**config.mk**
```make
export PLATFORM = sky130hd
export DESIGN_NAME = mac_datapath
export DESIGN_NICKNAME = d
export VERILOG_FILES = /design/src/source/mixer_pkg.sv /design/src/source/mac_datapath.sv
export VERILOG_INCLUDE_DIRS = /design/src /design/src/source
export SDC_FILE = /design/constraint.sdc
export NUM_CORES = 1
export LEC_CHECK = 0
export BUFFER_PORTS_ARGS = -buffer_cell sky130_fd_sc_hd__buf_2
export CORE_UTILIZATION = 55
export CTS_BUF_LIST = sky130_fd_sc_hd__clkbuf_2 sky130_fd_sc_hd__clkbuf_4 sky130_fd_sc_hd__clkbuf_8
export DETAILED_ROUTE_END_ITERATION = 12
export PLACE_DENSITY = 0.72
export SYNTH_ARGS = -nofsm -noshare
export SYNTH_HDL_FRONTEND = slang
export SYNTH_SLANG_ARGS = --single-unit
```
**constraint.sdc**
```tcl
create_clock -name ck -period 9.35 [get_ports ck]
set_input_delay 0.935 -clock ck [delete_from_list [all_inputs] [get_ports ck]]
set_output_delay 0.935 -clock ck [all_outputs]
set_load 0.005 [all_outputs]
```
**src/source/mixer_cfg.svh**
```systemverilog
// Widths, depths, pipeline delay and bus address map
// for the audio mixing engine
`ifndef MIXER_CFG_SVH
`define MIXER_CFG_SVH

`define MIX_CODE_W      8       // Program address bits
`define MIX_FRAME_W     4       // Frame, offset and shift bits
`define MIX_CHAN_W      4       // Channel bits
`define MIX_ACC_W       40
`define MIX_OUT_N       16      // Output registers

// Decode to accumulator update, in cycles
`define MIX_PIPE_DLY    3

// Bus word address map
`define MIX_WB_AW       10
`define MIX_COEF_BASE   10'h000
`define MIX_AUDIO_BASE  10'h100
`define MIX_OUT_BASE    10'h200
`define MIX_STATUS_ADDR 10'h210

`endif

```
**src/source/mixer_pkg.sv**
```systemverilog
// Data types, opcode encoding and sequencer states of the mixing engine
`include "mixer_cfg.svh"

package mixer_pkg;

    // Instruction: opcode [31:24], offset [23:20], chan [19:16], gain [15:0]
    typedef logic [31:0]                             coef_word_t;
    typedef logic [15:0]                             sample_t;    // Two's complement
    typedef logic [15:0]                             gain_t;      // Unsigned
    typedef logic [`MIX_ACC_W-1:0]                   acc_t;
    typedef logic [31:0]                             product_t;
    typedef logic [`MIX_CODE_W-1:0]                  code_addr_t;
    typedef logic [`MIX_CHAN_W+`MIX_FRAME_W-1:0]     audio_addr_t;
    typedef logic [`MIX_FRAME_W-1:0]                 frame_t;
    typedef logic [`MIX_CHAN_W-1:0]                  chan_t;
    typedef logic [$clog2(`MIX_OUT_N)-1:0]           out_idx_t;

    typedef enum logic [6:0] {
        NOP   = 7'h00,
        MAC   = 7'h40,
        MACN  = 7'h41,
        MACZ  = 7'h42,      // Clear, then add
        MACNZ = 7'h43,      // Clear, then subtract
        SAVE  = 7'h50,
        HALT  = 7'h7F
    } op_t;

    typedef enum logic [1:0] {IDLE, FETCH, DRAIN} seq_state_t;

endpackage

```
**src/source/mac_datapath.sv**
```systemverilog
// Sign-magnitude stage, 16x16 multiplier, 40-bit accumulator
// and the output shifter
`timescale 1ns/10ps
`include "mixer_cfg.svh"

module mac_datapath (
    input  logic               ck,
    input  logic               reset,
    input  mixer_pkg::sample_t audio_data,
    input  mixer_pkg::gain_t   gain,
    input  logic               acc_en,
    input  logic               acc_clr,
    input  logic               acc_add,
    input  logic               shift_en,
    input  mixer_pkg::frame_t  shift,
    output logic               audio_neg,
    output logic               out_we,
    output mixer_pkg::sample_t out_data
);
    import mixer_pkg::*;

    logic [15:0] mag;       // 0x8000 still fits unsigned
    product_t    product;
    acc_t        acc;
    acc_t        acc_base;
    acc_t        acc_next;
    acc_t        shifted;

    // Magnitude here, sign applied as subtract at the accumulator
    always_ff @(posedge ck) begin
        mag     <= audio_data[15] ? (~audio_data + 16'd1) : audio_data;
        product <= mag * gain;
    end

    always_ff @(posedge ck) begin
        if (reset)
            audio_neg <= 1'b0;
        else
            audio_neg <= audio_data[15];
    end

    assign acc_base = acc_clr ? '0 : acc;
    assign acc_next = acc_add ? acc_base + acc_t'(product)
                              : acc_base - acc_t'(product);

    always_ff @(posedge ck) begin
        if (reset)
            acc <= '0;
        else if (acc_en)
            acc <= acc_next;
    end

    // Keeps bits shift+15 down to shift
    assign shifted = acc >> shift;

    always_ff @(posedge ck) begin
        if (shift_en)
            out_data <= shifted[15:0];
    end

    always_ff @(posedge ck) begin
        if (reset)
            out_we <= 1'b0;
        else
            out_we <= shift_en;     // One cycle per SAVE
    end

endmodule

```
### After elaboration in Yosys (flattened, before gate mapping)

Index checks and enable logic that the tools add are counted.

* register bits: 106
* bits in latches: 0
* RAM bits: 0
* bits in read-only memories: 0
* input bits: 42
* output and inout bits: 18
* word-level logic and storage cells: 16
* memories kept: 0

* add/sub/neg operators: 3
* multiply operators: 1
* div/mod/pow operators: 0
* $lt $le $gt $ge: 0
* eq/ne operators: 0
* shifts and indexed selects: 1
* multiplexer cells: 3
* bitwise logic cells: 1
* reductions and logical operators: 0

Operators with widths (number)
* 2-to-1 mux 40 bit: 2
* adder 40 x 32 -> 40 bit: 1
* >> shifter 40 x 4 -> 16 bit: 1
* subtractor 40 x 32 -> 40 bit: 1
* multiplier 16 x 16 -> 32 bit: 1
* adder 16 x 1 -> 16 bit, second input constant: 1
* inverter 16 bit: 1
* 2-to-1 mux 15 bit: 1

### Longest topological paths before layout

Gate-level depths: netlist of run 1.

* depth after elaboration: 3
* mapped depth: 23
* mapped depth without buffers: 22

### Worst setup path after synthesis of run 1

Ideal clock, no wire load.

* path type: in2reg
* start point: input port gain[6]
* end point: register product[28]
* library setup time: 72 ps
* arrival time: 6112 ps
* data required time: 9278 ps
* path slack: 3166 ps
* stages on the path: 20
* buffers on the path: 2
* path through: clkbuf_1 > and2_1 > fa_1 > inv_1 > fa_1 > fa_1 > fa_1 > inv_1 > fa_1 > fa_1 > ha_1 > clkbuf_1 > a21oi_1 > o21ai_0 > a221oi_1 > o41a_1 > o21ai_1 > a21o_1 > a31oi_1 > xnor2_1

* word-level cells in the longest chain between the ends: 1

RTL lines
* from (decl): RTL line mac_datapath.sv:10 `input mixer_pkg::gain_t gain,`
* multiplier 16 x 16 -> 32 bit: RTL line mac_datapath.sv:32 `product <= mag * gain;`
* to (signal assigned): RTL line mac_datapath.sv:32
* to (decl): RTL line mac_datapath.sv:23 `product_t product;`

Every way passes these cells.
A chain may end at the register's enable or synchronous reset.

### Worst setup path in the final report of run 1

* start point: register mag[12]
* end point: register product[28]

* word-level cells in the longest chain between the ends: 1

RTL lines
* from (decl): RTL line mac_datapath.sv:22 `logic [15:0] mag;`
* from (signal assigned): RTL line mac_datapath.sv:31 `mag <= audio_data[15] ? (~audio_data + 16'd1) : audio_data;`
* multiplier 16 x 16 -> 32 bit: RTL line mac_datapath.sv:32

Every way passes these cells.

==> results.sh, run 1 <==
export IMPL_coreArea_um2=26100
export IMPL_drc_errors=0
export IMPL_rsz0062_at_grt="no"
export IMPL_hold_depth=2
export IMPL_numPortBuffers=59
export IMPL_synthTopCellsByCount="inv_1 (238), nand2_1 (213), fa_1 (194)"
export IMPL_grt_ovfl_total=0
export IMPL_async_flop_share_pct=0
export IMPL_nNetsFinal=2041
export IMPL_worstPathMaxFanout=16
export IMPL_hold_start="acc[30]"
export IMPL_finalCritPeriodShare_pct=67.0
export IMPL_drtAntennaViolNets=0
export IMPL_yosysTopAreaCell="fa_1"
export IMPL_cp_common_cell="fa_1"
export IMPL_cts_hold_buffers=0
export IMPL_ys_seq_area_share_pct=14.2
export IMPL_hold_class="reg2reg"
export IMPL_postCtsSetupBuffers=0
export IMPL_drtIter0Drc=673
export IMPL_cp_required_ns=9.67
export IMPL_synth_most_common_cell="inv_1"
export IMPL_htree_num_levels=3
export IMPL_n_fill_cell=2336
export IMPL_tightest_slew_ns=0.922
export IMPL_finalMaxSlewViolations=0
export IMPL_std_cell_rows=59
export IMPL_drive_above_1_share_pct=6.73
export IMPL_netlist_area_um2=14600
export IMPL_r2r_end="product[28]"
export IMPL_max_freq_ghz=0.160
export IMPL_die_h_um=165
export IMPL_r2r_slack_ns=3.09
export IMPL_crit_path_top_delay_cell="dfxtp_1"
export IMPL_grt_pass1_wl_mm=56.5
export IMPL_finalSetupViolCount=0
export IMPL_wl_per_cell_um=16.6
export IMPL_hold_path_end="acc[30]"
export IMPL_grt_use_total_pct=26.4
export IMPL_first_pass_iters=5
export IMPL_synth_top_area_share_pct=26.5
export IMPL_slew_limit_headroom_pct=38.6
export IMPL_first_global_vias=11700
export IMPL_via_count=11300
export IMPL_diodes=0
export IMPL_synthFlopType="dfxtp_1"
export IMPL_clock_skew_ns=0.0277
export IMPL_root_buffer="clkbuf_8"
export IMPL_outcome="completed"
export IMPL_area_delta_synth_final_pct=4.38
export IMPL_synthCells=1677
export IMPL_drt_wl_total_mm=33.3
export IMPL_synth_area_leaders="fa_1 (27%), ha_1 (11%), dfxtp_1 (11%), inv_1 (6.1%), nand2_1 (5.5%)"
export IMPL_reg2reg_depth=19
export IMPL_tns_ns=0
export IMPL_vias_per_cell=5.60
export IMPL_fin_crit_ns=6.26
export IMPL_multi_input_area_um2=11400
export IMPL_clock_sinks=96
export IMPL_synthesis_nets=2045
export IMPL_clk_latency_ns=0.40
export IMPL_initial_utilization_pct=56.2
export IMPL_r2r_start="mag[12]"
export IMPL_worst_path_largest_cell_delay_ns=0.83
export IMPL_seqCellArea_um2=2080
export IMPL_cts_buffer_depth=2
export IMPL_dp_hpwl_mm=27.2
export IMPL_arrival_ns=6.58
export IMPL_hold_violations=0
export IMPL_end_kind="flip-flop"
export IMPL_clkTransAtPathRegs_ns=0.13
export IMPL_antenna_found_initial=0
export IMPL_cts_tree="built"
export IMPL_crit_chain="nand2_1, fa_1, fa_1, fa_1, inv_1, fa_1, fa_1, inv_1, fa_1, inv_1, ha_1, a21oi_1, o21ai_0, a221oi_1, o41a_1, o21ai_1, a21o_1, a31oi_1, xnor2_1"
export IMPL_grt_max_degree=42
export IMPL_die_area_um2=27300
export IMPL_cp_start_kind="flip-flop"
export IMPL_synth_seq_cells=96
export IMPL_worstSetupPathType="reg2reg"
export IMPL_cts_made_buffers=9
export IMPL_ios=60
export IMPL_die_x_um=165
export IMPL_cap_violations=0
export IMPL_ctsResizeCount=0
export IMPL_synth_edff_count=16
export IMPL_synth_distinct_cells=69
export IMPL_gp_congestion=0.891
export IMPL_syn_avg_cell_area_um2=8.73
export IMPL_ys_warn_count=0
[worst max path at each step]
stage / from / slack (ns) / depth (start not counted) / endpoint
final: mag[12] / 3.09 / 19 / product[28]
after global routing: mag[12] / 2.70 / 19 / product[28]
after CTS: mag[12] / 3.06 / 19 / product[20]
after detailed placement: gain[4] / 2.71 / 19 / product[20]
after global placement: gain[4] / 2.85 / 19 / product[28]
after floorplan: gain[6] / 3.17 / 20 / product[28]
[critical path, delay by kind of cell (launching register included)]
kind                     cells  cell delay [ns]
flip-flops                   1             0.83
XOR/XNOR                     1             0.14
AND/OR/NAND/NOR              1             0.18
AO/OA/AOI/OAI                7             1.43
adder cells (fa/ha/maj)      7             3.44
buffers and inverters        3             0.16
[layer usage]
metal  global-route usage, %  share of wire [%]  vias to the layer above  wire, um
met5                       0                  0                        -         0
met3                    3.05                4.0                       52      1330
met2                    46.7                 50                      289     16600
met4                    8.34                2.7                        0       897
li1                        -                  -                     5404         -
met1                    33.7                 43                     5534     14500
[sequential cells by signal, summed over array words and instances, names as in the netlist]
| register | cells |
|---|---|
| acc | 31 |
| out_we | 1 |
| mag | 16 |
| audio_neg | 1 |
| product | 31 |
| out_data | 16 |
[cell type report]
class                   count  area share (%)
repair buffers             60            1.98
clock inverters             7           0.532
inverters                 238            5.85
well taps                 335            2.74
multi-input cells        1268            74.4
clock buffers               9           0.811
flip-flops and latches     96            13.6
[kinds of logic (layout without fill, tap and decap cells)]
kind of cell / count (synthesis) / in the layout / synth area share [%]
flip-flops: 96 / 96 / 14.2
AO/OA/AOI/OAI: 249 / 249 / 10.4
XOR/XNOR: 99 / 99 / 5.98
buffers and inverters: 313 / 314 / 8.06
adder cells (fa/ha/maj): 326 / 326 / 37.8
multiplexers: 69 / 69 / 5.85
AND/OR/NAND/NOR: 525 / 525 / 17.6
[layout by cell type (no fill, tap or decap), types with 13 or more instances in the layout]
| master | n |
|---|---|
| a211oi_1 | 13 |
| a21o_1 | 25 |
| a21oi_1 | 98 |
| and2_1 | 111 |
| buf_2 | 59 |
| dfxtp_1 | 80 |
| edfxtp_1 | 16 |
| fa_1 | 194 |
| ha_1 | 132 |
| inv_1 | 238 |
| mux2i_1 | 45 |
| nand2_1 | 213 |
| nand2b_1 | 14 |
| nand3_1 | 19 |
| nor2_1 | 78 |
| nor2b_1 | 39 |
| o21ai_0 | 42 |
| xnor2_1 | 55 |
| xor2_1 | 43 |
[metrics by stage]
| stage | setup WS [ns] | hold slack [ns] | util, % | instances | cell area [um^2] |
|---|---|---|---|---|---|
| after global routing | 2.70 | 0.532 | 58.6 | 2013 | 15300 |
| final | 3.09 | 0.521 | 58.6 | 2013 | 15300 |
| after floorplan | 3.17 | 0.468 | - | 1677 | 14600 |
| after global placement | 2.85 | 0.491 | 57.8 | 1997 | 15100 |
| after CTS | 3.06 | 0.519 | 58.6 | 2013 | 15300 |
| after detailed placement | 2.71 | 0.500 | 57.8 | 1997 | 15100 |
Power of run 1 is left out: the tool's default activity adds up to more than one toggle a clock period on the data nets, which glitch-free logic cannot reach.
==> run 2: changes to the inputs <==
Settings changed: PLACE_DENSITY 0.72 to 0.75.
Clock period 9.35 ns to 5.6 ns, I/O delays scaled along.
==> results.sh, run 2 (synthesis gave the netlist of run 1 again) <==
export IMPL_cp_start_kind="flip-flop"
export IMPL_drtAntennaViolNets=0
export IMPL_antenna_found_initial=0
export IMPL_die_h_um=165
export IMPL_final_common_cell="inv_1"
export IMPL_cts_tree="built"
export IMPL_rsz0062_at_grt="yes"
export IMPL_dpl_cell_count=2102
export IMPL_cp_required_ns=5.94
export IMPL_outcome="completed"
export IMPL_final_cell_mix="inv_1 (234), nand2_1 (210), fa_1 (189), ha_1 (125)"
export IMPL_root_buffer="clkbuf_8"
export IMPL_hold_class="in2reg"
export IMPL_drive_above_1_share_pct=15.5
export IMPL_fin_crit_ns=5.43
export IMPL_drc_errors=0
export IMPL_slew_limit_headroom_pct=39.5
export IMPL_grt_ovfl_total=0
export IMPL_clock_skew_ns=0.0246
export IMPL_end_kind="flip-flop"
export IMPL_fin_area_um2=16400
export IMPL_hold_violations=0
export IMPL_finalSetupViolCount=0
export IMPL_cts_buffer_depth=2
export IMPL_n_fill_cell=2208
export IMPL_top_regs="acc: 31 flops, product: 31 flops"
export IMPL_arrival_ns=5.77
export IMPL_first_pass_iters=5
export IMPL_nNetsFinal=2154
export IMPL_drt_wl_total_mm=33.4
export IMPL_grt_pass1_wl_mm=57.0
export IMPL_htree_num_levels=3
export IMPL_vias_per_cell=5.50
export IMPL_instances_no_fill=2126
export IMPL_finalMaxSlewViolations=0
export IMPL_initial_utilization_pct=56.2
export IMPL_worstSetupPathType="reg2reg"
export IMPL_via_count=11700
export IMPL_placed_area_um2=15900
export IMPL_max_freq_ghz=0.184
export IMPL_tightest_slew_ns=0.907
export IMPL_whs_ns=0.305
export IMPL_std_cell_rows=59
export IMPL_die_area_um2=27300
export IMPL_area_delta_synth_final_pct=12.0
export IMPL_finalWorstSetupSlack_ns=0.172
export IMPL_cap_violations=0
export IMPL_grt_use_total_pct=26.1
export IMPL_numPortBuffers=59
export IMPL_die_x_um=165
export IMPL_first_global_vias=12200
export IMPL_clock_sinks=96
export IMPL_finalCritPeriodShare_pct=96.9
export IMPL_coreArea_um2=26100
export IMPL_wl_per_cell_um=15.7
export IMPL_drtIter0Drc=773
export IMPL_diodes=0
export IMPL_dp_hpwl_mm=27.6
export IMPL_worstPathMaxFanout=6
export IMPL_ios=60
export IMPL_grt_max_degree=42
export IMPL_cts_made_buffers=9
export IMPL_clkTransAtPathRegs_ns=0.12
export IMPL_post_place_ws_ns=-0.377
export IMPL_gp_congestion=0.956
export IMPL_clk_latency_ns=0.40
## run 2: cell types whose count changed in the layout (fill, tap and decap cells not counted), sizes merged
cell	change
inv	-1
bufinv	+1
buf	+113
## run 2: layout make-up
| class | count | area (um^2) | share of cell area (%) |
|---|---|---|---|
| clock buffer | 9 | 124 | 0.756 |
| clock inverter | 7 | 88.8 | 0.542 |
| inverter | 238 | 893 | 5.45 |
| multi-input combinational | 1268 | 11600 | 70.6 |
| sequential | 96 | 2120 | 12.9 |
| tap | 335 | 419 | 2.56 |
| timing repair buffer | 173 | 1170 | 7.16 |
## run 2: path summary, 6_finish.rpt
path                                    start          end  slack, ns  cells past startpoint
worst max-delay path                   mag[9]  product[28]       0.17                     19
worst min-delay path            audio_data[0]       mag[0]       0.30                      1
worst max register to register         mag[9]  product[28]       0.17                     19
worst min register to register        acc[30]      acc[30]       0.52                      2
## run 2: metrics by stage
step	utilization [%]	TNS, ns
after floorplan	-	-0.00135
after global placement	61.1	-1.56
after detailed placement	61.1	-3.09
after CTS	62.1	0
after global routing	62.9	-0.107
final	62.9	0
## run 2: worst max-delay path, cell delays in order, from the launching register on
cell,delay [ns]
dfxtp_4,0.40
buf_4,0.12
buf_4,0.12
nand2_2,0.06
fa_1,0.56
fa_1,0.45
fa_2,0.38
fa_1,0.55
inv_1,0.06
fa_1,0.56
fa_1,0.46
ha_4,0.26
a21oi_2,0.14
o21ai_1,0.10
a221oi_2,0.25
o41a_1,0.28
o21ai_4,0.10
a21o_1,0.21
a31oi_2,0.19
xnor2_1,0.13
## run 2: what timing repair did
action,in CTS,in global routing
resized for setup,14,46
buffers inserted,1,7
pin swaps,3,42
hold buffers,0,0
setup endpoints to repair,11,13
## run 2: metal layers
layer	global-route usage (%)	vias up	part of all wire [%]	wire length (um)
li1	-	5630	-	-
met1	32.6	5701	44	14600
met2	47.2	309	50	16600
met3	3.32	61	4.5	1510
met4	7.17	0	2.3	760
met5	0	-	0	0
Power of run 2 is left out for the same reason.
