[config.mk]
export PLATFORM = sky130hd
export DESIGN_NAME = mix_sequencer
export DESIGN_NICKNAME = d
export VERILOG_FILES = /design/src/source/mixer_pkg.sv /design/src/source/mix_sequencer.sv
export VERILOG_INCLUDE_DIRS = /design/src /design/src/source
export SDC_FILE = /design/constraint.sdc
export NUM_CORES = 1
export LEC_CHECK = 0
export BUFFER_PORTS_ARGS = -buffer_cell sky130_fd_sc_hd__buf_2
export CORE_ASPECT_RATIO = 1.75
export CORE_MARGIN = 1.5
export CORE_UTILIZATION = 45
export DETAILED_ROUTE_END_ITERATION = 10
export PLACE_DENSITY_LB_ADDON = 0.3
export SETUP_SLACK_MARGIN = 0.15
export SYNTH_ARGS = -nofsm -noshare
export SYNTH_HDL_FRONTEND = slang
export SYNTH_SLANG_ARGS = --single-unit
[constraint.sdc]
create_clock -name ck -period 3.25 [get_ports ck]
set_input_delay 0.325 -clock ck [delete_from_list [all_inputs] [get_ports ck]]
set_output_delay 0.325 -clock ck [all_outputs]
set_load 0.02 [all_outputs]
[src/source/mixer_cfg.svh]
// Widths, depths, pipeline delay and bus address map
// for the audio mixing engine
`ifndef MIXER_CFG_SVH
`define MIXER_CFG_SVH

`define MIX_CODE_W      8       // Program address bits
`define MIX_FRAME_W     4       // Frame, offset and shift bits
`define MIX_CHAN_W      4       // Channel bits
`define MIX_ACC_W       40
`define MIX_OUT_N       16      // Output registers

// Decode to accumulator update, in cycles
`define MIX_PIPE_DLY    3

// Bus word address map
`define MIX_WB_AW       10
`define MIX_COEF_BASE   10'h000
`define MIX_AUDIO_BASE  10'h100
`define MIX_OUT_BASE    10'h200
`define MIX_STATUS_ADDR 10'h210

`endif

[src/source/mixer_pkg.sv]
// Data types, opcode encoding and sequencer states of the mixing engine
`include "mixer_cfg.svh"

package mixer_pkg;

    // Instruction: opcode [31:24], offset [23:20], chan [19:16], gain [15:0]
    typedef logic [31:0]                             coef_word_t;
    typedef logic [15:0]                             sample_t;    // Two's complement
    typedef logic [15:0]                             gain_t;      // Unsigned
    typedef logic [`MIX_ACC_W-1:0]                   acc_t;
    typedef logic [31:0]                             product_t;
    typedef logic [`MIX_CODE_W-1:0]                  code_addr_t;
    typedef logic [`MIX_CHAN_W+`MIX_FRAME_W-1:0]     audio_addr_t;
    typedef logic [`MIX_FRAME_W-1:0]                 frame_t;
    typedef logic [`MIX_CHAN_W-1:0]                  chan_t;
    typedef logic [$clog2(`MIX_OUT_N)-1:0]           out_idx_t;

    typedef enum logic [6:0] {
        NOP   = 7'h00,
        MAC   = 7'h40,
        MACN  = 7'h41,
        MACZ  = 7'h42,      // Clear, then add
        MACNZ = 7'h43,      // Clear, then subtract
        SAVE  = 7'h50,
        HALT  = 7'h7F
    } op_t;

    typedef enum logic [1:0] {IDLE, FETCH, DRAIN} seq_state_t;

endpackage

[src/source/mix_sequencer.sv]
// Mixing engine sequencer: program counter, instruction latch, decode,
// ring-buffer audio addressing and the control delay lines
`timescale 1ns/10ps
`include "mixer_cfg.svh"

module mix_sequencer (
    input  logic                   ck,
    input  logic                   reset,
    input  logic                   run,
    input  mixer_pkg::frame_t      frame,
    output mixer_pkg::code_addr_t  coef_addr,
    input  mixer_pkg::coef_word_t  coef_data,
    output mixer_pkg::audio_addr_t audio_addr,
    output logic                   acc_en,
    output logic                   acc_clr,
    output logic                   acc_add,
    input  logic                   audio_neg,
    output logic                   shift_en,
    output mixer_pkg::frame_t      shift,
    output mixer_pkg::gain_t       gain,
    output mixer_pkg::out_idx_t    out_idx,
    output logic                   done,
    output logic                   error
);
    import mixer_pkg::*;

    localparam int DLY = `MIX_PIPE_DLY;

    seq_state_t     state;
    coef_word_t     instr;
    op_t            op;
    logic           stop;
    logic           data_v;         // coef_data holds a fetched word
    logic           instr_v;        // instr holds a fetched word
    logic           dec_v;
    logic           dec_mac;
    logic           dec_clr;
    logic           dec_add;
    logic           dec_save;
    logic           dec_halt;
    logic           dec_bad;
    chan_t          chan_f;
    frame_t         ring_pos;
    logic [DLY-1:0] en_sr;
    logic [DLY-1:0] clr_sr;
    logic [DLY-1:0] add_sr;
    logic [DLY-1:0] save_sr;
    logic [DLY:0]   halt_sr;
    frame_t         shift_sr [DLY];
    gain_t          gain_sr  [DLY-1];
    out_idx_t       idx_sr   [DLY+1];

    assign stop = reset || !run;

    always_ff @(posedge ck) begin
        if (stop) begin
            state <= IDLE;
        end else begin
            case (state)
                IDLE:    state <= FETCH;
                FETCH:   if (dec_halt) state <= DRAIN;
                DRAIN:   state <= DRAIN;    // Held until run falls
                default: state <= IDLE;
            endcase
        end
    end

    // Address n in cycle n, word back in n+1, decoded in n+2
    always_ff @(posedge ck) begin
        if (stop) begin
            coef_addr <= '0;
            data_v    <= 1'b0;
            instr_v   <= 1'b0;
        end else begin
            if (state != DRAIN && !dec_halt)
                coef_addr <= coef_addr + 1'b1;
            data_v  <= (state != DRAIN) && !dec_halt;
            instr_v <= data_v && !dec_halt;     // Squash words fetched past HALT
        end
    end

    // Ring position wraps inside the channel's 16 samples
    assign chan_f   = coef_data[19:16];
    assign ring_pos = frame + coef_data[23:20];

    // Latched alongside the instruction, so the sample arrives one cycle after decode
    always_ff @(posedge ck) begin
        instr      <= coef_data;
        audio_addr <= {chan_f, ring_pos};
    end

    assign op    = op_t'(instr[30:24]);
    assign dec_v = instr_v && (state == FETCH);

    always_comb begin
        dec_mac  = 1'b0;
        dec_clr  = 1'b0;
        dec_add  = 1'b0;
        dec_save = 1'b0;
        dec_halt = 1'b0;
        dec_bad  = 1'b0;
        if (dec_v) begin
            case (op)
                NOP:   ;
                MAC:   begin dec_mac = 1'b1; dec_add = 1'b1; end
                MACN:  dec_mac = 1'b1;
                MACZ:  begin dec_mac = 1'b1; dec_clr = 1'b1; dec_add = 1'b1; end
                MACNZ: begin dec_mac = 1'b1; dec_clr = 1'b1; end
                SAVE:  dec_save = 1'b1;
                HALT:  dec_halt = 1'b1;
                default: dec_bad = 1'b1;
            endcase
        end
    end

    // Control delay lines; the last add stage folds in the sample sign
    always_ff @(posedge ck) begin
        if (stop) begin
            en_sr   <= '0;
            clr_sr  <= '0;
            add_sr  <= '0;
            save_sr <= '0;
            halt_sr <= '0;
        end else begin
            en_sr   <= {en_sr[DLY-2:0], dec_mac};
            clr_sr  <= {clr_sr[DLY-2:0], dec_clr};
            save_sr <= {save_sr[DLY-2:0], dec_save};
            halt_sr <= {halt_sr[DLY-1:0], dec_halt};
            add_sr  <= {add_sr[DLY-2] ^ audio_neg, add_sr[DLY-3:0], dec_add};
        end
    end

    // Payload delay lines
    always_ff @(posedge ck) begin
        shift_sr[0] <= instr[23:20];
        gain_sr[0]  <= instr[15:0];
        idx_sr[0]   <= instr[3:0];     // Output index from gain's low bits
        for (int k = 1; k < DLY; k++)
            shift_sr[k] <= shift_sr[k-1];
        for (int k = 1; k < DLY - 1; k++)
            gain_sr[k] <= gain_sr[k-1];
        for (int k = 1; k <= DLY; k++)
            idx_sr[k] <= idx_sr[k-1];
    end

    assign acc_en   = en_sr[DLY-1];
    assign acc_clr  = clr_sr[DLY-1];
    assign acc_add  = add_sr[DLY-1];
    assign shift_en = save_sr[DLY-1];
    assign shift    = shift_sr[DLY-1];
    assign gain     = gain_sr[DLY-2];      // Meets the sample magnitude
    assign out_idx  = idx_sr[DLY];         // Lines up with out_we

    // Done follows the last possible output write
    always_ff @(posedge ck) begin
        if (stop) begin
            done  <= 1'b0;
            error <= 1'b0;
        end else begin
            if (halt_sr[DLY])
                done <= 1'b1;
            if (dec_bad)
                error <= 1'b1;
        end
    end

endmodule

# Word level (Yosys, flattened, before mapping)
# Memory sizes are Yosys's and may differ from the RTL's.
# Index checks and enable logic that the tools add are counted.
# W data, S select, Z words.
# classes
addsub,2
eq_ne,10
mux,10
n_bitwise,2
reduce_logical,13
# op_table
cell,count
$eq A7 B7 Y1 const B,6
$add A8 B1 Y8 const B,1
$mux W1,8
$logic_not A7 Y1,1
$reduce_or A7 Y1,1
$pmux W2 S3,1
$reduce_or A2 Y1,3
$add A4 B4 Y4,1
$ne A2 B2 Y1 const B,2
$reduce_or A4 Y1,1
$logic_and A1 B1 Y1,3
$eq A2 B1 Y1 const B,1
$eq A2 B2 Y1 const B,1
$logic_not A1 Y1,2
$logic_not A2 Y1,1
$mux W2,1
$logic_or A1 B1 Y1,1
$not A1 Y1,1
$xor A1 B1 Y1,1
# word_totals
regBits,69
ram_bits,60
inputBits,40
out_inout_bits,46
memories,3
# memory_table
memory,depth,word_bits,read_ports,rd_clocked_by_memory_dff,wr,line_no,source
gain_sr,2,16,2,0,2,mix_sequencer.sv:50,gain_t gain_sr [DLY-1];
idx_sr,4,4,4,0,4,mix_sequencer.sv:51,out_idx_t idx_sr [DLY+1];
shift_sr,3,4,3,0,3,mix_sequencer.sv:49,frame_t shift_sr [DLY];

# Longest topological paths before layout
# Gate-level depths: netlist (run 1).
# logic_depth
word_depth,5
mapped_depth,7
depth_no_buf,6

# Worst setup path before layout (run 1)
# Ideal clock, no wire load.
# synth_path
kind,flip-flop to flip-flop
start,register coef_addr[0]
end,register coef_addr[6]
setup_ns,0.066
arrival_time_ns,1.413
required_time_ns,3.184
path_slack_ns,1.771
path_stages_with_launch,5
period_less_slack_ns,1.479
cell_sequence,dfxtp_1 ha_1 nand4_1 or3_2 a21oi_2
# synth_via
elab_chain_len,1
# synth_rtl
element,line_no,source
start: declaration,mix_sequencer.sv:11,"output mixer_pkg::code_addr_t coef_addr,"
start signal: assignment,mix_sequencer.sv:76,coef_addr <= coef_addr + 1'b1;
$add A8 B1 Y8,mix_sequencer.sv:76,
# No other way between the ends.
# A chain may end at the register's enable or synchronous reset.

# Worst setup path in the final report (run 1)
# layout_path
start,register state[1]
end,register coef_addr[4]
# layout_via
elab_chain_len,5
elab_cells_between_ends,6
# layout_rtl
element,line_no,source
start: declaration,mix_sequencer.sv:29,seq_state_t state;
start signal: assignment,mix_sequencer.sv:57,state <= IDLE;
start signal: assignment,mix_sequencer.sv:60,IDLE: state <= FETCH;
start signal: assignment,mix_sequencer.sv:61,FETCH: if (dec_halt) state <= DRAIN;
$eq A2 B1 Y1,mix_sequencer.sv:93,assign dec_v = instr_v && (state == FETCH);
$logic_and A1 B1 Y1,mix_sequencer.sv:93,
$mux W1,mix_sequencer.sv:102,if (dec_v) begin
$logic_not A1 Y1,mix_sequencer.sv:75,if (state != DRAIN && !dec_halt)
$logic_and A1 B1 Y1 *,mix_sequencer.sv:75,
# Mark *: on every way between the ends. The rest lies on a longest branch, timed or not.

==> run summary, run 1 <==
=====================================================================================
Hold Buf Count CTS .....................................................            0
Routed via count .......................................................         1785
PD cells ............................................................... 823.0 mW/mm^2
IO buf count ...........................................................           84
Transition time at the pin with the least slew margin ..................     906.7 ps
ANT nets after route ...................................................            0
Hold slack .............................................................     24.18 ps
Post-synthesis async set-or-reset flop share ...........................            0
Post-synth EDFFs .......................................................            0
Adder-cell share of the synthesized area ...............................      0.03631
Element type at the critical path end ..................................    flip-flop
Unrepaired setup endpoints after global routing ........................           no
Final hold violations ..................................................            0
DIE AREA ............................................................... 0.007737 sq mm
Top delay family on crit path .......................................... compound AO/OA/AOI/OAI gates
Initial cell density of the core .......................................       0.4690
Number of placed I/O pins ..............................................           86
Post-CTS repair timing setup buffer count ..............................            0
Result of the run ...................................................... complete, no violations
Final critical-path share of the clock period ..........................       0.5688
CP required ............................................................      3530 ps
Number of resized instances in the post-cts repair step ................            0
Compound-cell area share of the yosys netlist ..........................      0.05601
Clock-pin slew of the registers on the worst-case setup and hold paths .        50 ps
Half-perimeter wire length of the detailed placement result ............      2878 um
Floorplan die width ....................................................     67.14 um
Sinks on the clock net .................................................          117
Count of maximum capacitance violations ................................            0
Number of inserted diodes ..............................................            0
Number of distinct library cells after synthesis .......................           33
Slowest stage cell, crit path .......................................... sky130_fd_sc_hd__o31ai_4
Standard cell core area ................................................ 0.006907 sq mm
Main combinational cell family by area after synthesis ................. simple AND/OR/NAND/NOR gates
Critical Path Start Type ...............................................    flip-flop
Setup violation total in the final timing report .......................            0
Clock latency on the worst-skew pair ...................................       400 ps
Root buf cell .......................................................... sky130_fd_sc_hd__clkbuf_16
Via-to-Cell Ratio ......................................................        4.322
Static Leakage .........................................................     1.849 nW
Final TNS setup ........................................................         0 ps
Count of filler cells inserted in the layout ...........................          558
Chip Height ............................................................     115.2 um
Drt first-iter violations ..............................................           40
Number of design rule violations left after detail routing .............            0
Final net count ........................................................          364
Leftover overflow at the end of global routing .........................            0
Maximum level of the CTS H-tree ........................................            4
CTS Buf Count ..........................................................           17
Multiplexer fraction of the synthesized cell area ......................            0
Number of synthesis warnings ...........................................            0
Largest net degree at the start of global routing ......................           17
Critical path type .....................................................      reg2reg
Routed wire length .....................................................      4407 um
Share of post-route cells with drive strength above 1 ..................       0.4225
Area grow syn2layout ...................................................       27.62%
Highest cell delay on the worst timing path ............................       680 ps
Global-route wire length before repair .................................      6920 um
Peak clock frequency supported by timing ...............................    541.0 MHz
Vias in the first global route .........................................         1664
Buffer levels on the longest clock path ................................            2
Pre-antenna DRT Iters ..................................................            4
Minimum period implied by the final worst setup slack ..................      1849 ps
Overall routing resource usage .........................................       0.1282
Share of synthesized area occupied by flip-flops and latches ...........       0.7231
Number of rows created at floorplan ....................................           40
Max rail drop VDD ......................................................    0.4435 mV
Synthesized netlist net count ..........................................          288
Type of the tightest min-delay check ...................................       in2reg
Maximum fanout count along the critical path ...........................           16
Post-Synthesis Cell Area ............................................... 0.003239 sq mm
Simple-gate share of the synthesized area ..............................      0.09347
Cell chain of the critical path ........................................ inv_1 > ha_1 > nand2_1 > o31ai_4 > or3_2 > a21oi_2
Post-synthesis share of cell area spent on xor and xnor gates ..........      0.01584
Worst Clk Skew .........................................................     11.40 ps
Instance count of the mapped netlist ...................................          240
Final slew viol count ..................................................            0
Post-synth top flop .................................................... sky130_fd_sc_hd__dfxtp_1
Routability Congestion .................................................       0.7360
Worst Path Arrival .....................................................      2120 ps
Syn_area_per_cell ......................................................  13.50 sq um
Number of antenna violations at the first check in global routing ......            0
CTS tree ...............................................................         done
Number of buffer and inverter instances along the worst setup path .....            1
FF+latch count, synth ..................................................          117
Post-DR wirelength/cell ................................................     10.67 um
Worst slew margin relative to its limit ................................       0.3943
=====================================================================================
synthesized netlist by cell type, drive strengths merged (2+ instances only):
| cell type | instances | area, sq um |
|---|---|---|
| nor2 | 8 | 30.03 |
| nor2b | 2 | 12.51 |
| o31ai | 4 | 43.79 |
| or3 | 6 | 45.04 |
| ha | 7 | 87.58 |
| dfxtp | 117 | 2342 |
| buf | 26 | 202.7 |
| xor2 | 2 | 25.03 |
| nor3 | 2 | 10.01 |
| inv | 10 | 37.54 |
| nor4 | 3 | 18.77 |
| a21oi | 7 | 57.55 |
| nand2 | 6 | 22.52 |
| o21ai | 7 | 57.55 |
| nand4 | 2 | 27.53 |
| nand3 | 7 | 35.03 |
| xnor2 | 3 | 26.28 |
| and2 | 13 | 83.83 |
layout by cell type (no fill, tap or decap), types with 3 or more instances in the layout:
cell                          n
sky130_fd_sc_hd__a21oi_2      6
sky130_fd_sc_hd__and2_1      11
sky130_fd_sc_hd__buf_2       84
sky130_fd_sc_hd__clkbuf_16   17
sky130_fd_sc_hd__clkinv_2     6
sky130_fd_sc_hd__clkinv_4     3
sky130_fd_sc_hd__dfxtp_1    117
sky130_fd_sc_hd__ha_1         7
sky130_fd_sc_hd__inv_1       10
sky130_fd_sc_hd__nand2_1      6
sky130_fd_sc_hd__nand3_1      7
sky130_fd_sc_hd__nor2_1       8
sky130_fd_sc_hd__nor4_1       3
sky130_fd_sc_hd__o21ai_2      6
sky130_fd_sc_hd__o31ai_1      3
sky130_fd_sc_hd__or3_2        6
sky130_fd_sc_hd__xnor2_1      3
registers in the layout (all words and copies together) (netlist names):
signal and count:
clr_sr 3, save_sr 3, instr 31, coef_addr 8
audio_addr 4, halt_sr 4, done 1, state 2
instr_v 1, error 1, idx_sr 8, data_v 1
gain_sr 32, add_sr 3, en_sr 3, shift_sr 12
per-stage QoR:
step | power, mW | setup slack [ps] | std cells | util | area [sq um]
final | 3.402 | 1401 | 413 | 0.5986 | 4134
after global routing | 3.534 | 1233 | 413 | 0.5986 | 4134
after CTS | 3.447 | 1386 | 413 | 0.5986 | 4134
after detailed placement | 1.685 | 1399 | 381 | 0.5152 | 3558
after global placement | 1.679 | 1456 | 381 | 0.5152 | 3558
after floorplan | 1.647 | 1771 | 240 | - | 3239
logic make-up (layout without fill, tap and decap cells):
family | Yosys count | after routing
DFF | 117 | 117
and+or+nand+nor | 51 | 51
buffers and inverters | 37 | 126
AOI/OAI and AO/OA | 21 | 21
adders and majority gates | 9 | 9
xor gates and xnor gates | 5 | 5
path summary, 6_finish.rpt:
| check | startpoint | to | slack, ps | depth (start not counted) |
|---|---|---|---|---|
| setup / recovery | state[1] | coef_addr[4] | 1400 | 6 |
| hold / removal | coef_data[1] | instr[1] | 20 | 1 |
| setup reg to reg | state[1] | coef_addr[4] | 1400 | 6 |
| hold reg to reg | gain_sr[0][13] | gain_sr[0][29] | 320 | 0 |
power breakdown:
group / leakage [nW] / internal, mW / switching, mW
Combinational: 0.586 / 0.0522 / 0.0783
Clock: 0.287 / 1.14 / 0.606
Sequential: 0.977 / 1.50 / 0.0191
Total: 1.85 / 2.70 / 0.703
area by class of cell:
cell class	instances	area, sq um	area share
Sequential cell	117	2342	0.5666
Multi-Input combinational cell	86	653.1	0.1580
Clock buffer	19	442.9	0.1071
Timing Repair Buffer	84	420.4	0.1017
Clock inverter	13	132.6	0.03208
Tap cell	84	105.1	0.02542
Inverter	10	37.54	0.009080
worst register-to-register path, stage by stage, from the launching register on:
cell	delay [ps]
sky130_fd_sc_hd__dfxtp_1	310
sky130_fd_sc_hd__inv_1	90
sky130_fd_sc_hd__ha_1	170
sky130_fd_sc_hd__nand2_1	170
sky130_fd_sc_hd__o31ai_4	680
sky130_fd_sc_hd__or3_2	260
sky130_fd_sc_hd__a21oi_2	50
metal layers:
metal | GRT usage | vias to the layer above | share of wire
li1 | - | 911 | -
met1 | 0.1194 | 801 | 0.39
met2 | 0.2000 | 63 | 0.52
met3 | 0.06164 | 10 | 0.069
met4 | 0.1170 | 0 | 0.025
met5 | 0 | - | 0
No activity file was read; power rests on OpenSTA's default activity.
==> run 2, diff against run 1 <==
==> constraint.sdc (replaced) <==
create_clock -name ck -period 1.6 [get_ports ck]
set_input_delay 0.16 -clock ck [delete_from_list [all_inputs] [get_ports ck]]
set_output_delay 0.16 -clock ck [all_outputs]
set_load 0.02 [all_outputs]
==> run summary, run 2 (same netlist as run 1, synthesis figures left out) <==
=====================================================================================
Sw Share ...............................................................       0.1956
Area taken by flip-flops and latches ................................... 0.002350 sq mm
Global-route wire length before repair .................................      8093 um
Top Registers .......................................................... gain_sr x32, instr x31, shift_sr x12
WP depth ...............................................................            7
Largest net degree at the start of global routing ......................           17
Standard cell core area ................................................ 0.006907 sq mm
Sinks on the clock net .................................................          117
Area occupied by multi-input gates .....................................  701.9 sq um
Max FFs per register ...................................................           32
Leftover overflow at the end of global routing .........................            0
Number of rows created at floorplan ....................................           40
Slowest stage cell, crit path .......................................... sky130_fd_sc_hd__or3_2
Cell chain of the critical path ........................................ inv_2 > ha_2 > inv_2 > o31ai_4 > buf_12 > or3_2 > a21oi_2
Clock latency on the worst-skew pair ...................................       400 ps
Final net count ........................................................          406
CTS tree ...............................................................         done
Root buf cell .......................................................... sky130_fd_sc_hd__clkbuf_16
Share of post-route cells with drive strength above 1 ..................       0.4394
Type of the tightest min-delay check ...................................       in2reg
Clock-pin slew of the registers on the worst-case setup and hold paths .        50 ps
Vias in the first global route .........................................         1899
Most heavily used metal layer in global routing ........................         met2
Net switching power ....................................................     1.477 mW
Number of antenna violations at the first check in global routing ......            0
Maximum level of the CTS H-tree ........................................            4
Floorplan die width ....................................................     67.14 um
Number of buffer and inverter instances along the worst setup path .....            3
Routability Congestion .................................................       0.7435
Critical Path Start Type ...............................................    flip-flop
Chip Height ............................................................     115.2 um
Peak clock frequency supported by timing ...............................    659.6 MHz
Setup slack after placement ............................................    -32.83 ps
Unrepaired setup endpoints after global routing ........................          yes
Post-DP Area ........................................................... 0.003612 sq mm
Global routing usage on met3 ...........................................      0.08023
Final slew viol count ..................................................            0
Finished Core Util .....................................................       0.6775
Highest cell delay on the worst timing path ............................       450 ps
Overall routing resource usage .........................................       0.1481
Area grow syn2layout ...................................................       44.46%
Worst setup slack after layout .........................................     84.00 ps
Hold slack .............................................................     25.08 ps
Sequential power share .................................................        0.411
Worst-case reg-to-reg path depth .......................................            7
Number of design rule violations left after detail routing .............            0
Critical path type .....................................................      reg2reg
Via-to-Cell Ratio ......................................................        4.305
Met2 capacity usage during global routing ..............................       0.2482
Static Leakage .........................................................     2.088 nW
Maximum fanout count along the critical path ...........................           11
Element type at the critical path end ..................................    flip-flop
IO buf count ...........................................................           84
Transition time at the pin with the least slew margin ..................     379.7 ps
Highest-count cells in the layout ignoring fill and taps ............... sky130_fd_sc_hd__dfxtp_1, sky130_fd_sc_hd__buf_2, sky130_fd_sc_hd__dlygate4sd3_1
Final TNS setup ........................................................         0 ps
ANT nets after route ...................................................            0
Setup violation total in the final timing report .......................            0
Routed wire length .....................................................      5385 um
Minimum period implied by the final worst setup slack ..................      1516 ps
Worst Path Arrival .....................................................      1850 ps
Worst slew margin relative to its limit ................................       0.7453
Result of the run ...................................................... complete, no violations
Final critical-path share of the clock period ..........................       0.9475
Drt first-iter violations ..............................................           48
Most common cell on crit path .......................................... sky130_fd_sc_hd__inv_2
PD cells ............................................................... 1614 mW/mm^2
Leading cell type in the layout, fill and taps excluded ................ sky130_fd_sc_hd__dfxtp_1
Reg with most FFs ......................................................      gain_sr
Max rail drop VDD ......................................................    0.8966 mV
Part of the power in combinational logic ...............................        0.047
Routed via count .......................................................         1959
CTS Buf Count ..........................................................           17
Buffer levels on the longest clock path ................................            2
Area of all placed cells without fillers ............................... 0.004679 sq mm
DIE AREA ............................................................... 0.007737 sq mm
Pre-antenna DRT Iters ..................................................            4
Routing usage on met1 ..................................................       0.1331
Post-DR wirelength/cell ................................................     11.84 um
Internal cell power ....................................................     6.074 mW
Number of placed I/O pins ..............................................           86
Number of cells on the worst hold path .................................            3
Worst Clk Skew .........................................................     11.92 ps
Initial cell density of the core .......................................       0.4690
Number of inserted diodes ..............................................            0
Final hold violations ..................................................            0
Fraction of power consumed by the clock network ........................        0.543
Top delay family on crit path .......................................... simple AND/OR/NAND/NOR gates
Count of filler cells inserted in the layout ...........................          498
Count of maximum capacitance violations ................................            0
CP required ............................................................      1930 ps
Half-perimeter wire length of the detailed placement result ............      3112 um
=====================================================================================
-- run 2: cell count changes in the layout (fill, tap and decap cells not counted), sizes merged --
cell / before / now
clkinv: 9 / 3
buf: 84 / 94
clkbuf: 19 / 20
bufinv: 2 / 5
clkinvlp: 1 / 3
dlygate4sd3: 0 / 32
-- run 2: final timing paths --
path | startpoint | end | slack, ps
setup / recovery | state[0] | coef_addr[3] | 80
hold / removal | audio_neg | add_sr[2] | 30
hold reg to reg | instr[14] | gain_sr[0][14] | 320
setup reg to reg | state[0] | coef_addr[3] | 80
-- run 2: final cells by class --
type	count	share of cell area
inverter	10	0.008021
timing repair buffer	126	0.1770
clock buffer	20	0.09759
sequential	117	0.5021
tap	84	0.02246
clock inverter	12	0.04278
multi-input combinational	86	0.1500
-- run 2: stage by stage --
step | instances | power, mW
finish | 455 | 7.552
floorplan | 240 | 3.347
global route | 455 | 7.805
global placement | 386 | 3.421
CTS | 455 | 7.610
detailed placement | 386 | 3.436
-- run 2: timing repair --
item	CTS	global route
endpoints found under the hold margin	32	0
setup buffers	5	0
pin swaps	8	2
resized for setup	9	9
hold buffers	32	0
endpoints found under the setup margin	6	13
-- run 2: power by group through the flow --
stage	sequential (mW)	combinational, mW	clock (mW)
2_1_floorplan	3.18	0.165	0
3_3_place_gp	3.15	0.270	0
3_5_place_dp	3.16	0.278	0
4_1_cts	3.10	0.346	4.16
5_1_grt	3.11	0.380	4.31
6_report	3.10	0.351	4.10
-- run 2: routing by layer --
layer  part of all wire  vias up
met5                  0        -
met4              0.028        0
met3              0.068       14
met2               0.53       66
met1               0.38      883
li1                   -      996
-- run 2: worst min-delay path: cells and delay by family --
kind | cells | cell delay, ps
XOR/XNOR | 1 | 60
AND/OR/NAND/NOR | 1 | 70
buffers and inverters | 1 | 90
